File: src/stream_config.svh
`ifndef STREAM_CONFIG_SVH
`define STREAM_CONFIG_SVH

// widths of the streaming path

`define STREAM_BYTE_W 8   // input byte from the producer side
`define STREAM_WORD_W 16  // packed word, also the checksum width

// word buffer geometry

`define STREAM_FIFO_DEPTH 8  // number of stored words
`define STREAM_ADDR_W     3  // log2 of the depth

// occupancy thresholds for the almost flags

`define STREAM_AFULL_LEVEL  6  // almost_full at or above this count
`define STREAM_AEMPTY_LEVEL 1  // almost_empty at or below this count

`endif

File: src/stream_pkg.sv
`include "stream_config.svh"

package stream_pkg;

    // one input byte as it arrives from outside
    typedef logic [`STREAM_BYTE_W-1:0] byte_t;

    // a packed pair of bytes, high byte first
    // the running checksum uses the same width and wraps at 2^16
    typedef logic [`STREAM_WORD_W-1:0] word_t;

    // read and write pointers into the word buffer
    typedef logic [`STREAM_ADDR_W-1:0] fifo_ptr_t;

    // occupancy count, one bit wider than a pointer
    // so a completely full buffer can be represented
    typedef logic [`STREAM_ADDR_W:0] fifo_cnt_t;

endpackage

File: src/byte_packer.sv
`timescale 1ns/1ps

module byte_packer
    import stream_pkg::*;
(
    input  logic  clk,
    input  logic  rst_n,
    input  logic  in_valid,
    input  byte_t in_byte,
    output logic  wr_en,
    output word_t wr_data
);

    logic  phase;    // low while waiting for the high byte of a pair
    byte_t hi_byte;  // first byte of the pair, held until its partner arrives

    // pairing state flips on every accepted byte
    always_ff @(posedge clk or negedge rst_n) begin
        if (!rst_n) begin
            phase <= 1'b0;
        end else if (in_valid) begin
            phase <= ~phase;
        end
    end

    always_ff @(posedge clk) begin
        if (in_valid && !phase) begin
            hi_byte <= in_byte;
        end
    end

    // the write strobe lasts one cycle, set by the second byte of a pair
    always_ff @(posedge clk or negedge rst_n) begin
        if (!rst_n) begin
            wr_en <= 1'b0;
        end else begin
            wr_en <= in_valid && phase;
        end
    end

    // payload only changes when a word is completed
    always_ff @(posedge clk) begin
        if (in_valid && phase) begin
            wr_data <= {hi_byte, in_byte};  // first byte lands in the upper half
        end
    end

endmodule

File: src/sync_fifo.sv
`timescale 1ns/1ps
`include "stream_config.svh"

module sync_fifo
    import stream_pkg::*;
(
    input  logic  clk,
    input  logic  rst_n,
    input  logic  wr_en,
    input  word_t wr_data,
    input  logic  rd_en,
    output word_t rd_data,
    output logic  full,
    output logic  empty,
    output logic  almost_full,
    output logic  almost_empty,
    output logic  overflow
);

    localparam fifo_ptr_t LAST_PTR   = fifo_ptr_t'(`STREAM_FIFO_DEPTH - 1);
    localparam fifo_cnt_t DEPTH_CNT  = fifo_cnt_t'(`STREAM_FIFO_DEPTH);
    localparam fifo_cnt_t AFULL_CNT  = fifo_cnt_t'(`STREAM_AFULL_LEVEL);
    localparam fifo_cnt_t AEMPTY_CNT = fifo_cnt_t'(`STREAM_AEMPTY_LEVEL);

    word_t     mem [`STREAM_FIFO_DEPTH];
    fifo_ptr_t wr_ptr;
    fifo_ptr_t rd_ptr;
    fifo_cnt_t count;
    logic      wr_accept;
    logic      rd_accept;

    // a full buffer drops the write even when a pop happens in the same cycle
    assign wr_accept = wr_en && !full;
    assign rd_accept = rd_en && !empty;

    always_ff @(posedge clk) begin
        if (wr_accept) begin
            mem[wr_ptr] <= wr_data;
        end
    end

    always_ff @(posedge clk or negedge rst_n) begin
        if (!rst_n) begin
            wr_ptr <= '0;
        end else if (wr_accept) begin
            if (wr_ptr == LAST_PTR) begin
                wr_ptr <= '0;
            end else begin
                wr_ptr <= wr_ptr + 1'b1;
            end
        end
    end

    always_ff @(posedge clk or negedge rst_n) begin
        if (!rst_n) begin
            rd_ptr <= '0;
        end else if (rd_accept) begin
            if (rd_ptr == LAST_PTR) begin
                rd_ptr <= '0;
            end else begin
                rd_ptr <= rd_ptr + 1'b1;
            end
        end
    end

    // a write and a pop together leave the occupancy where it was
    always_ff @(posedge clk or negedge rst_n) begin
        if (!rst_n) begin
            count <= '0;
        end else begin
            case ({wr_accept, rd_accept})
                2'b10:   count <= count + 1'b1;
                2'b01:   count <= count - 1'b1;
                default: count <= count;
            endcase
        end
    end

    // one cycle pulse for every write that met a full buffer
    always_ff @(posedge clk or negedge rst_n) begin
        if (!rst_n) begin
            overflow <= 1'b0;
        end else begin
            overflow <= wr_en && full;
        end
    end

    assign rd_data = mem[rd_ptr];  // show-ahead, the oldest word is always visible

    assign full         = (count == DEPTH_CNT);
    assign empty        = (count == '0);
    assign almost_full  = (count >= AFULL_CNT);
    assign almost_empty = (count <= AEMPTY_CNT);

endmodule

File: src/word_checksum.sv
`timescale 1ns/1ps

module word_checksum
    import stream_pkg::*;
(
    input  logic  clk,
    input  logic  rst_n,
    input  logic  drain_en,
    input  logic  empty,
    input  word_t rd_data,
    output logic  rd_en,
    output logic  out_valid,
    output word_t out_word,
    output word_t out_sum
);

    // pop whenever draining is allowed and the buffer shows a word
    assign rd_en = drain_en && !empty;

    always_ff @(posedge clk or negedge rst_n) begin
        if (!rst_n) begin
            out_valid <= 1'b0;
        end else begin
            out_valid <= rd_en;  // one pulse per popped word
        end
    end

    // running sum includes the word popped at this edge
    always_ff @(posedge clk or negedge rst_n) begin
        if (!rst_n) begin
            out_sum <= '0;
        end else if (rd_en) begin
            out_sum <= out_sum + rd_data;  // carry out of bit 15 is discarded
        end
    end

    always_ff @(posedge clk) begin
        if (rd_en) begin
            out_word <= rd_data;
        end
    end

endmodule

File: src/stream_top.sv
`timescale 1ns/1ps

module stream_top
    import stream_pkg::*;
(
    input  logic  clk,
    input  logic  rst_n,
    input  logic  in_valid,
    input  byte_t in_byte,
    input  logic  drain_en,
    output logic  out_valid,
    output word_t out_word,
    output word_t out_sum,
    output logic  full,
    output logic  empty,
    output logic  almost_full,
    output logic  almost_empty,
    output logic  overflow
);

    logic  wr_en;    // producer strobe into the buffer
    word_t wr_data;
    logic  rd_en;    // consumer pop
    word_t rd_data;  // oldest buffered word

    // pairs bytes into words, no back-pressure from the buffer
    byte_packer u_byte_packer (
        .clk      (clk),
        .rst_n    (rst_n),
        .in_valid (in_valid),
        .in_byte  (in_byte),
        .wr_en    (wr_en),
        .wr_data  (wr_data)
    );

    sync_fifo u_sync_fifo (
        .clk          (clk),
        .rst_n        (rst_n),
        .wr_en        (wr_en),
        .wr_data      (wr_data),
        .rd_en        (rd_en),
        .rd_data      (rd_data),
        .full         (full),
        .empty        (empty),
        .almost_full  (almost_full),
        .almost_empty (almost_empty),
        .overflow     (overflow)
    );

    // empty goes to the consumer as well as out of the top level
    word_checksum u_word_checksum (
        .clk       (clk),
        .rst_n     (rst_n),
        .drain_en  (drain_en),
        .empty     (empty),
        .rd_data   (rd_data),
        .rd_en     (rd_en),
        .out_valid (out_valid),
        .out_word  (out_word),
        .out_sum   (out_sum)
    );

endmodule

File: config.mk
export PLATFORM = sky130hd
export DESIGN_NAME = stream_top
export DESIGN_NICKNAME = d
export VERILOG_FILES = /design/src/stream_pkg.sv /design/src/byte_packer.sv /design/src/sync_fifo.sv /design/src/word_checksum.sv /design/src/stream_top.sv
export VERILOG_INCLUDE_DIRS = /design/src /design/src/src
export SDC_FILE = /design/constraint.sdc
export NUM_CORES = 1
export LEC_CHECK = 0
export BUFFER_PORTS_ARGS = -buffer_cell sky130_fd_sc_hd__buf_2
export CAP_MARGIN = 20
export CORE_UTILIZATION = 60
export DETAILED_ROUTE_END_ITERATION = 8
export PLACE_DENSITY = 0.79
export SLEW_MARGIN = 20
export SYNTH_ARGS = -nofsm -noshare
export SYNTH_HDL_FRONTEND = slang
export SYNTH_SLANG_ARGS = --single-unit
export TNS_END_PERCENT = 100
File: constraint.sdc
create_clock -name clk -period 7.3 [get_ports clk]
set_input_delay 1.46 -clock clk [delete_from_list [all_inputs] [get_ports clk]]
set_output_delay 1.46 -clock clk [all_outputs]
set_load 0.01 [all_outputs]
## Yosys cells after proc, flatten, opt, wreduce, memory -nomap -nowiden

Memory sizes are Yosys's and may differ from the RTL's.
Index checks and enable logic that the tools add are counted.

- Register bits after elaboration: 70
- Bits in writable memories: 128
- Word-level logic and storage cells: 41
- Memories: 1

- Add/subtract/negate cells: 5
- Order comparisons: 2
- Equality and inequality tests: 5
- Muxes and demuxes: 5
- Bitwise operators: 1
- Reduce and logical (&&, ||, !) cells: 11

Memory list:

| name | depth | bits a word | rd ports | clocked after Yosys merged registers in | wr ports | line | source |
|---|---|---|---|---|---|---|---|
| u_sync_fifo.mem | 8 | 16 | 1 | 0 | 1 | sync_fifo.sv:25 | `` word_t mem [`STREAM_FIFO_DEPTH]; `` |

Operator list:

| operator | number |
|---|---|
| 16-bit adder | 1 |
| 4-bit case mux with 2 select lines | 1 |
| 3-bit by 1-bit adder with 3-bit output, second input constant | 2 |
| 3-bit equality test, second input constant | 2 |
| 1-bit logical AND | 6 |
| 3-bit two-way mux | 2 |
| 4-bit by 1-bit adder with 4-bit output, second input constant | 1 |
| 4-bit equality test, second input constant | 1 |
| 4-bit by 3-bit greater-or-equal comparator with 1-bit output, second input constant | 1 |
| 4-bit by 1-bit <= comparator with 1-bit output, second input constant | 1 |
| 4-bit logical NOT | 1 |
| 4-bit by 1-bit subtractor with 4-bit output, second input constant | 1 |
| 1-bit logical NOT | 3 |
| 2-bit by 1-bit equality test with 1-bit output, second input constant | 1 |
| 2-bit equality test, second input constant | 1 |
| 1-bit two-way mux | 2 |
| 2-bit nonzero test | 1 |
| 1-bit NOT | 1 |

## Depth between registers and ports, before layout

Gate-level depths: netlist of run 1.

- Depth after elaboration: 6
- Gate-level depth with buffers: 13
- Gate-level depth less buffers: 11

## Hierarchy

A second synthesis of run 1 with hierarchy kept.

- Cells, all modules: 463
- Area total of the unflattened synthesis: 8,343.0 um^2

By module, submodules not included:

| module | times used | cells an instance | area an instance (um^2) | sequential area each (um^2) |
|---|---|---|---|---|
| sync_fifo | 1 | 251 | 5,589.1 | 4,119.0 |
| word_checksum | 1 | 183 | 1,958.1 | 905.9 |
| byte_packer | 1 | 29 | 795.8 | 770.7 |

## Least setup slack after synthesis of run 1

Ideal clock, no wire load.

- Kind: input-to-reg
- Start point: input port drain_en
- End point: register u_sync_fifo.count[3]
- Setup time: 0.079 ns
- Arrival: 3.313 ns
- Setup slack: 3.907 ns
- Stages: 7
- Cell sequence: nand2b_1 clkbuf_1 inv_1 ha_1 or4b_2 a21oi_1 xor2_1

- Cells in the longest elaborated chain, start to end: 4
- Elaborated cells between the ends (all ways): 6

Ends and longest elaborated chain:

| item | line | source |
|---|---|---|
| start, declared | stream_top.sv:10 | `input logic drain_en,` |
| 1-bit logical AND * | word_checksum.sv:18 | `assign rd_en = drain_en && !empty;` |
| net rd_en | stream_top.sv:23 | `logic rd_en;` |
| 1-bit logical AND * | sync_fifo.sv:34 | `assign rd_accept = rd_en && !empty;` |
| 2-bit by 1-bit equality test with 1-bit output / 2-bit equality test (equally long branches) | sync_fifo.sv:71 | `case ({wr_accept, rd_accept})` |
| 4-bit case mux with 2 select lines / 2-bit nonzero test (equally long branches) | n/a |  |
| end signal, assigned | sync_fifo.sv:72 | `2'b10: count <= count + 1'b1;` |
| end signal, assigned | sync_fifo.sv:73 | `2'b01: count <= count - 1'b1;` |
| end signal, assigned | sync_fifo.sv:74 | `default: count <= count;` |
| end, declared | sync_fifo.sv:28 | `fifo_cnt_t count;` |

The timed path passes the listed nets; every way through them passes the cells marked *.
A chain may end at the register's enable or synchronous reset.

## Worst setup path in the final report of run 1

- Start point: register u_sync_fifo.rd_ptr[0]
- End point: register u_word_checksum.out_sum[12]

- Cells in the longest elaborated chain, start to end: 2

Ends and longest elaborated chain:

| item | line | source |
|---|---|---|
| start, declared | sync_fifo.sv:27 | `fifo_ptr_t rd_ptr;` |
| start signal, assigned | sync_fifo.sv:61 | `rd_ptr <= rd_ptr + 1'b1;` |
| memory 8 x 16 bit | n/a |  |
| net rd_data[0] | stream_top.sv:24 | `word_t rd_data;` |
| 16-bit adder | word_checksum.sv:33 | `out_sum <= out_sum + rd_data;` |
| end signal, assigned | word_checksum.sv:33 |  |
| end, declared | word_checksum.sv:14 | `output word_t out_sum` |

The timed path passes the listed nets, and every way through them passes these cells.

==> results of run 1 <==
==> area by class of cell <==
class,instances,area [um2]
Clock buffer,18,429
Tap cell,176,220
Clock inverter,14,171
Fill cell,842,4040
Timing Repair Buffer,51,260
Multi-Input combinational cell,235,2240
Sequential cell,198,5800
Inverter,10,37.5
==> layout by cell type (no fill, tap or decap), types with 14 or more instances in the layout <==
cell       count
edfxtp_1     168
buf_2         49
mux4_2        32
nand2_1       31
dfrtp_1       28
ha_1          24
o21ai_0       19
clkbuf_16     17
mux2_2        16
a21oi_1       14
==> power by group through the flow <==
stage	Sequential, W	Combinational (W)	Clock [W]
6_report	0.00175	0.00161	0.000945
5_1_grt	0.00178	0.00177	0.000993
4_1_cts	0.00175	0.00160	0.000947
3_5_place_dp	0.00177	0.00157	0
3_3_place_gp	0.00175	0.00152	0
2_1_floorplan	0.00169	0.00119	0
==> through the flow <==
step	utilization, %	cell area (um2)
3_5_place_dp	64.8	8550
2_1_floorplan	-	8080
4_1_cts	69.4	9150
6_report	69.4	9160
3_3_place_gp	64.8	8550
5_1_grt	69.4	9160
==> path summary, 6_finish.rpt <==
| path | startpoint | endpoint | slack (ns) | cells past startpoint |
|---|---|---|---|---|
| min in group asynchronous | rst_n | u_word_checksum.out_valid$_DFF_PN0_ | 1.10 | 1 |
| setup / recovery | u_sync_fifo.rd_ptr[0]$_DFFE_PN0P_ | u_word_checksum.out_sum[12]$_DFFE_PN0P_ | 3.23 | 12 |
| max in group asynchronous | rst_n | u_sync_fifo.rd_ptr[1]$_DFFE_PN0P_ | 5.67 | 1 |
| hold / removal | u_byte_packer.hi_byte[6]$_DFFE_PP_ | u_byte_packer.wr_data[14]$_DFFE_PP_ | 0.42 | 0 |
| setup reg to reg | u_sync_fifo.rd_ptr[0]$_DFFE_PN0P_ | u_word_checksum.out_sum[12]$_DFFE_PN0P_ | 3.23 | 12 |
| hold reg to reg | u_byte_packer.hi_byte[6]$_DFFE_PP_ | u_byte_packer.wr_data[14]$_DFFE_PP_ | 0.42 | 0 |
==> logic make-up (layout without fill, tap and decap cells) <==
family                   after synthesis  after routing  share of synthesized area [%]
adder cells (fa/ha/maj)               25             25                           3.96
flip-flops                           198            198                           71.7
AND/OR/NAND/NOR                       74             74                           4.31
XOR/XNOR                              13             13                           1.41
multiplexers                          52             52                           11.7
AO/OA/AOI/OAI                         71             71                           5.56
buffers and inverters                 25             93                           1.32
==> metal layers <==
layer / track usage, % / wire length [um]
met1: 29.8 / 6130
met5: 0 / 0
met4: 9.13 / 257
met3: 4.65 / 771
met2: 38.6 / 7500
==> critical path, stage by stage, from the launching register on <==
cell      delay [ns]
dfrtp_2         0.70
buf_4           0.46
mux4_2          0.55
mux2_2          0.31
ha_1            0.22
inv_1           0.08
fa_1            0.23
nor2b_1         0.08
o31a_1          0.30
o31ai_2         0.36
a211oi_1        0.21
o21a_1          0.21
o31ai_1         0.24
==> state kept, by name, indices dropped and copies added (netlist names) <==
register,count
u_byte_packer.phase,1
u_word_checksum.out_valid,1
u_sync_fifo.count,4
u_sync_fifo.overflow,1
u_byte_packer.wr_data,16
u_word_checksum.out_sum,16
u_byte_packer.wr_en,1
u_sync_fifo.rd_ptr,3
u_byte_packer.hi_byte,8
u_word_checksum.out_word,16
u_sync_fifo.wr_ptr,3
u_sync_fifo.mem,128
==> flow_summary.json, run 1 <==
{
  "clockRootBuffer": "clkbuf_16",
  "worst_setup_path_start_kind": "flip-flop",
  "antenna_found_initial": 0,
  "min_period_over_period_pct": 55.8,
  "ant_nets": 0,
  "synthArstFlopShare_pct": 15.2,
  "cts_buffer_depth": 2,
  "synth_warnings": 0,
  "drt-initial-drc-count": 379,
  "combPwrFrac_pct": 37.4,
  "postCtsHoldBufs": 0,
  "synth_fp_nets": 495,
  "hold_viol_final": 0,
  "layout.nets": 550,
  "grt_max_degree": 35,
  "crit_required_ns": 7.63,
  "fmax_mhz": 246,
  "min_period_ns": 4.07,
  "p_leak_nw": 3.28,
  "worstHoldPathType": "reg -> reg",
  "switching_share_pct": 35.1,
  "power_density_nw_per_um2": 469,
  "status": "completed",
  "rows": 42,
  "grt_pass1_wl_um": 23300,
  "synth_top_area_share_pct": 62.4,
  "initial_core_util_pct": 61.3,
  "netlist_top_cells_count": "edfxtp_1, mux4_2, nand2_1",
  "hpwl_um": 9090,
  "yosysSeqAreaShare_pct": 71.7,
  "final_cells": 702,
  "fin_ws_ns": 3.23,
  "slew_viol_final": 0,
  "synthFlopType": "edfxtp_1",
  "ys_ff_latch": 198,
  "drv_cap": 0,
  "numPortBuffers": 49,
  "diodes": 0,
  "grt_pass1_vias": 4324,
  "postCtsSetupBuffers": 0,
  "dp.cells": 670,
  "netlist-cell-type-count": 47,
  "p_clk_share_pct": 22.0,
  "worst_pin_slew_ns": 1.08,
  "synth.cell_area_um2": 8080,
  "core-area_um2": 13200,
  "setup_tns_ns": 0,
  "critical_path_class": "reg -> reg",
  "avgSynthCellArea_um2": 17.6,
  "routed_wl_um": 14700,
  "slew_headroom_pct": 28.0,
  "synth_edf_count": 168,
  "synth_most_common_cell": "edfxtp_1",
  "cts_tree": "built",
  "die_y_um": 118,
  "synthCells": 458,
  "viasPerCell": 6.02,
  "dp_slack_ns": 2.79,
  "skew_ns": 0.00733,
  "synthTopCellsByArea": "edfxtp_1, dfrtp_1, mux4_2",
  "grt_usage_pct": 23.1,
  "rsz0062_at_grt": "false",
  "finalSetupViolations": 0,
  "die_area_um2": 13900,
  "postCtsResizedCells": 0,
  "yosysTopAreaCell": "edfxtp_1",
  "hold_ws_ns": 0.420,
  "p_sw_w": 0.00151,
  "cp.arrival_ns": 4.40,
  "post_drt_wl_per_cell_um": 20.9,
  "clock_latency_ns": 0.43,
  "numCtsBuffers": 17,
  "firstDrtPassIters": 7,
  "drive_gt1_share_pct": 27.0,
  "p_int_w": 0.00279,
  "ir_worst_vdd_uv": 184,
  "drc": 0,
  "sequentialPowerShare_pct": 40.6,
  "place.gp.congestion": 0.955,
  "syn_to_final_growth_pct": 13.3,
  "num_vias": 4228,
  "critPathMaxFanout": 19,
  "cts_sinks": 198,
  "die_w_um": 118,
  "top_level_ports": 50,
  "clk_pin_slew_worst_paths_ns": 0.07,
  "htree_levels": 4,
  "crit_path_end_kind": "flip-flop",
  "gr-total-overflow": 0,
  "finalPower_w": 0.00430
}
No activity file was read; power rests on OpenSTA's default activity.
==> run 2, diff against run 1 <==
ABC_AREA = 1   (was unset)
clock period = 4.03 ns   (was 7.3 ns; I/O delays follow)
==> flow_summary.json, run 2 <==
{
  "die_y_um": 120,
  "ir_worst_vdd_uv": 380,
  "initial_core_util_pct": 62.5,
  "stdcell_area_um2": 9380,
  "drc": 0,
  "hold_viol_final": 0,
  "finalSetupViolations": 0,
  "post_drt_wl_per_cell_um": 17.7,
  "yosysTopAreaCell": "edfxtp_1",
  "rows": 42,
  "clockRootBuffer": "clkbuf_16",
  "grt_usage_pct": 25.0,
  "worst_setup_path_start_kind": "flip-flop",
  "ant_nets": 0,
  "htree_levels": 4,
  "fmax_mhz": 304,
  "crit_path_end_kind": "flip-flop",
  "largest_register": "u_sync_fifo.mem",
  "cts_tree": "built",
  "die_w_um": 120,
  "postCtsResizedCells": 0,
  "layout.nets": 801,
  "postCtsHoldBufs": 0,
  "netlist-cell-type-count": 38,
  "firstDrtPassIters": 5,
  "setup_tns_ns": 0,
  "place.gp.congestion": 0.958,
  "critical_path_class": "reg -> reg",
  "cp.arrival_ns": 3.60,
  "synthCells": 711,
  "synth_edf_count": 168,
  "fill_cells": 961,
  "power_density_nw_per_um2": 879,
  "diodes": 0,
  "critPathMaxFanout": 40,
  "ys_ff_latch": 198,
  "synth_top_family_by_area": "simple AND/OR/NAND/NOR gates",
  "final_cells": 952,
  "dp.cells": 921,
  "slew_viol_final": 0,
  "synth_top_area_share_pct": 60.0,
  "die_area_um2": 14500,
  "finalPower_w": 0.00825,
  "grt_max_degree": 67,
  "core-area_um2": 13500,
  "netlist_top_cells_count": "edfxtp_1, nor2_1, nand2_1",
  "synth_xor_area_share_pct": 1.15,
  "syn_to_final_growth_pct": 11.6,
  "numPortBuffers": 49,
  "viasPerCell": 5.76,
  "top_level_ports": 50,
  "yosysSeqAreaShare_pct": 69.0,
  "synth.area.mux_share_pct": 0,
  "grt_pass1_wl_um": 26700,
  "min_period_over_period_pct": 81.5,
  "worstHoldPathType": "reg -> reg",
  "antenna_found_initial": 0,
  "avgSynthCellArea_um2": 11.8,
  "area.sequential_um2": 5800,
  "synth_fa_ha_area_share_pct": 3.81,
  "drv_cap": 0,
  "yosys.area_share.simple_pct": 13.0,
  "final_common_cell": "edfxtp_1",
  "status": "completed",
  "crit_required_ns": 4.35,
  "synth_compound_area_share_pct": 8.83,
  "hpwl_um": 10800,
  "synthFlopType": "edfxtp_1",
  "num_vias": 5487,
  "slew_headroom_pct": 31.4,
  "routed_wl_um": 16900,
  "cts_buffer_depth": 2,
  "rsz0062_at_grt": "false",
  "min_period_ns": 3.28,
  "fin_util_pct": 69.7,
  "drive_gt1_share_pct": 14.3,
  "synth_warnings": 0,
  "final_cell_mix": "edfxtp_1, nor2_1, nand2_1, o21ai_0, buf_2",
  "largest_reg_flops": 128,
  "postCtsSetupBuffers": 0,
  "place_area_um2": 8790,
  "numCtsBuffers": 17,
  "synth_most_common_cell": "edfxtp_1",
  "cts_sinks": 198,
  "synth_fp_nets": 748,
  "drt-initial-drc-count": 571,
  "grt_pass1_vias": 5338,
  "synth.cell_area_um2": 8400,
  "p_leak_nw": 3.67,
  "clk_pin_slew_worst_paths_ns": 0.06,
  "worst_pin_slew_ns": 1.03,
  "gr-total-overflow": 0,
  "multiInputGateArea_um2": 2250,
  "clock_latency_ns": 0.43,
  "skew_ns": 0.00779,
  "synthTopCellsByArea": "edfxtp_1, dfrtp_1, nor2_1",
  "synthArstFlopShare_pct": 15.2
}
## run 2: cell count changes after synthesis, sizes merged, moves of 5 or more
| cell | previous run | this run |
|---|---|---|
| inv | 10 | 54 |
| a211oi | 5 | 0 |
| mux2 | 17 | 0 |
| buf | 6 | 19 |
| mux4 | 32 | 0 |
| nand2b | 5 | 0 |
| o22ai | 0 | 16 |
| nor3 | 9 | 3 |
| o21ai | 23 | 83 |
| nand2 | 31 | 99 |
| nand3 | 2 | 21 |
| nor2 | 13 | 130 |
| a31oi | 2 | 15 |
## run 2: kinds of logic after synthesis
logic type | Yosys count
xor+xnor | 11
compound gates | 133
fa+ha+maj | 25
buf+inv | 80
flops | 198
simple gates | 264
## run 2: path summary, 6_finish.rpt
| kind | end | depth (start not counted) | from | slack [ns] |
|---|---|---|---|---|
| hold reg to reg | u_byte_packer.wr_data[10]$_DFFE_PP_ | 0 | u_byte_packer.hi_byte[2]$_DFFE_PP_ | 0.42 |
| setup reg to reg | u_word_checksum.out_sum[15]$_DFFE_PN0P_ | 17 | u_sync_fifo.rd_ptr[0]$_DFFE_PN0P_ | 0.75 |
| max in group asynchronous | u_sync_fifo.rd_ptr[0]$_DFFE_PN0P_ | 1 | rst_n | 3.06 |
| setup / recovery | u_word_checksum.out_sum[15]$_DFFE_PN0P_ | 17 | u_sync_fifo.rd_ptr[0]$_DFFE_PN0P_ | 0.75 |
| hold / removal | u_byte_packer.wr_data[10]$_DFFE_PP_ | 0 | u_byte_packer.hi_byte[2]$_DFFE_PP_ | 0.42 |
| min in group asynchronous | u_sync_fifo.count[0]$_DFFE_PN0P_ | 1 | rst_n | 0.45 |
## run 2: where the power goes
group / total, W / leakage, nW / switching [W] / internal [W]
clock network: 0.00168 / 0.277 / 0.000705 / 0.000972
logic: 0.00356 / 1.49 / 0.00234 / 0.00122
registers: 0.00301 / 1.90 / 0.000250 / 0.00276
## run 2: cell type report
type / count / share of cell area [%]
inverter: 54 / 2.16
sequential: 198 / 61.8
clock buffer: 19 / 4.62
tap: 176 / 2.35
multi-input combinational: 433 / 24.0
clock inverter: 12 / 1.63
timing repair buffer: 60 / 3.49
## run 2: metal layers
metal	track usage, %	wire [um]	up-vias
met5	0	0	-
met4	10.2	298	0
met3	5.33	1050	22
met2	41.6	8500	217
met1	32.1	7020	2673
li1	-	-	2575
## run 2: per-stage QoR
step	setup WS [ns]	hold WS [ns]
after floorplan	1.53	0.400
after global placement	0.990	0.407
after detailed placement	0.881	0.406
after CTS	0.828	0.422
after global routing	0.550	0.433
final	0.745	0.420
## run 2: critical path: stages (launching register included)
cell and delay (ns):
dfrtp_2 0.43, inv_2 0.44, buf_4 0.36, o21ai_0 0.14, o22ai_1 0.20, nor2_1 0.06, a31oi_1 0.31, ha_1 0.35
nand2_1 0.11, inv_1 0.06, nand2_1 0.07, nand2_1 0.07, a21oi_1 0.23, nand2_1 0.10, inv_1 0.06, nand2_1 0.04
nand3_1 0.05, nand2_1 0.06
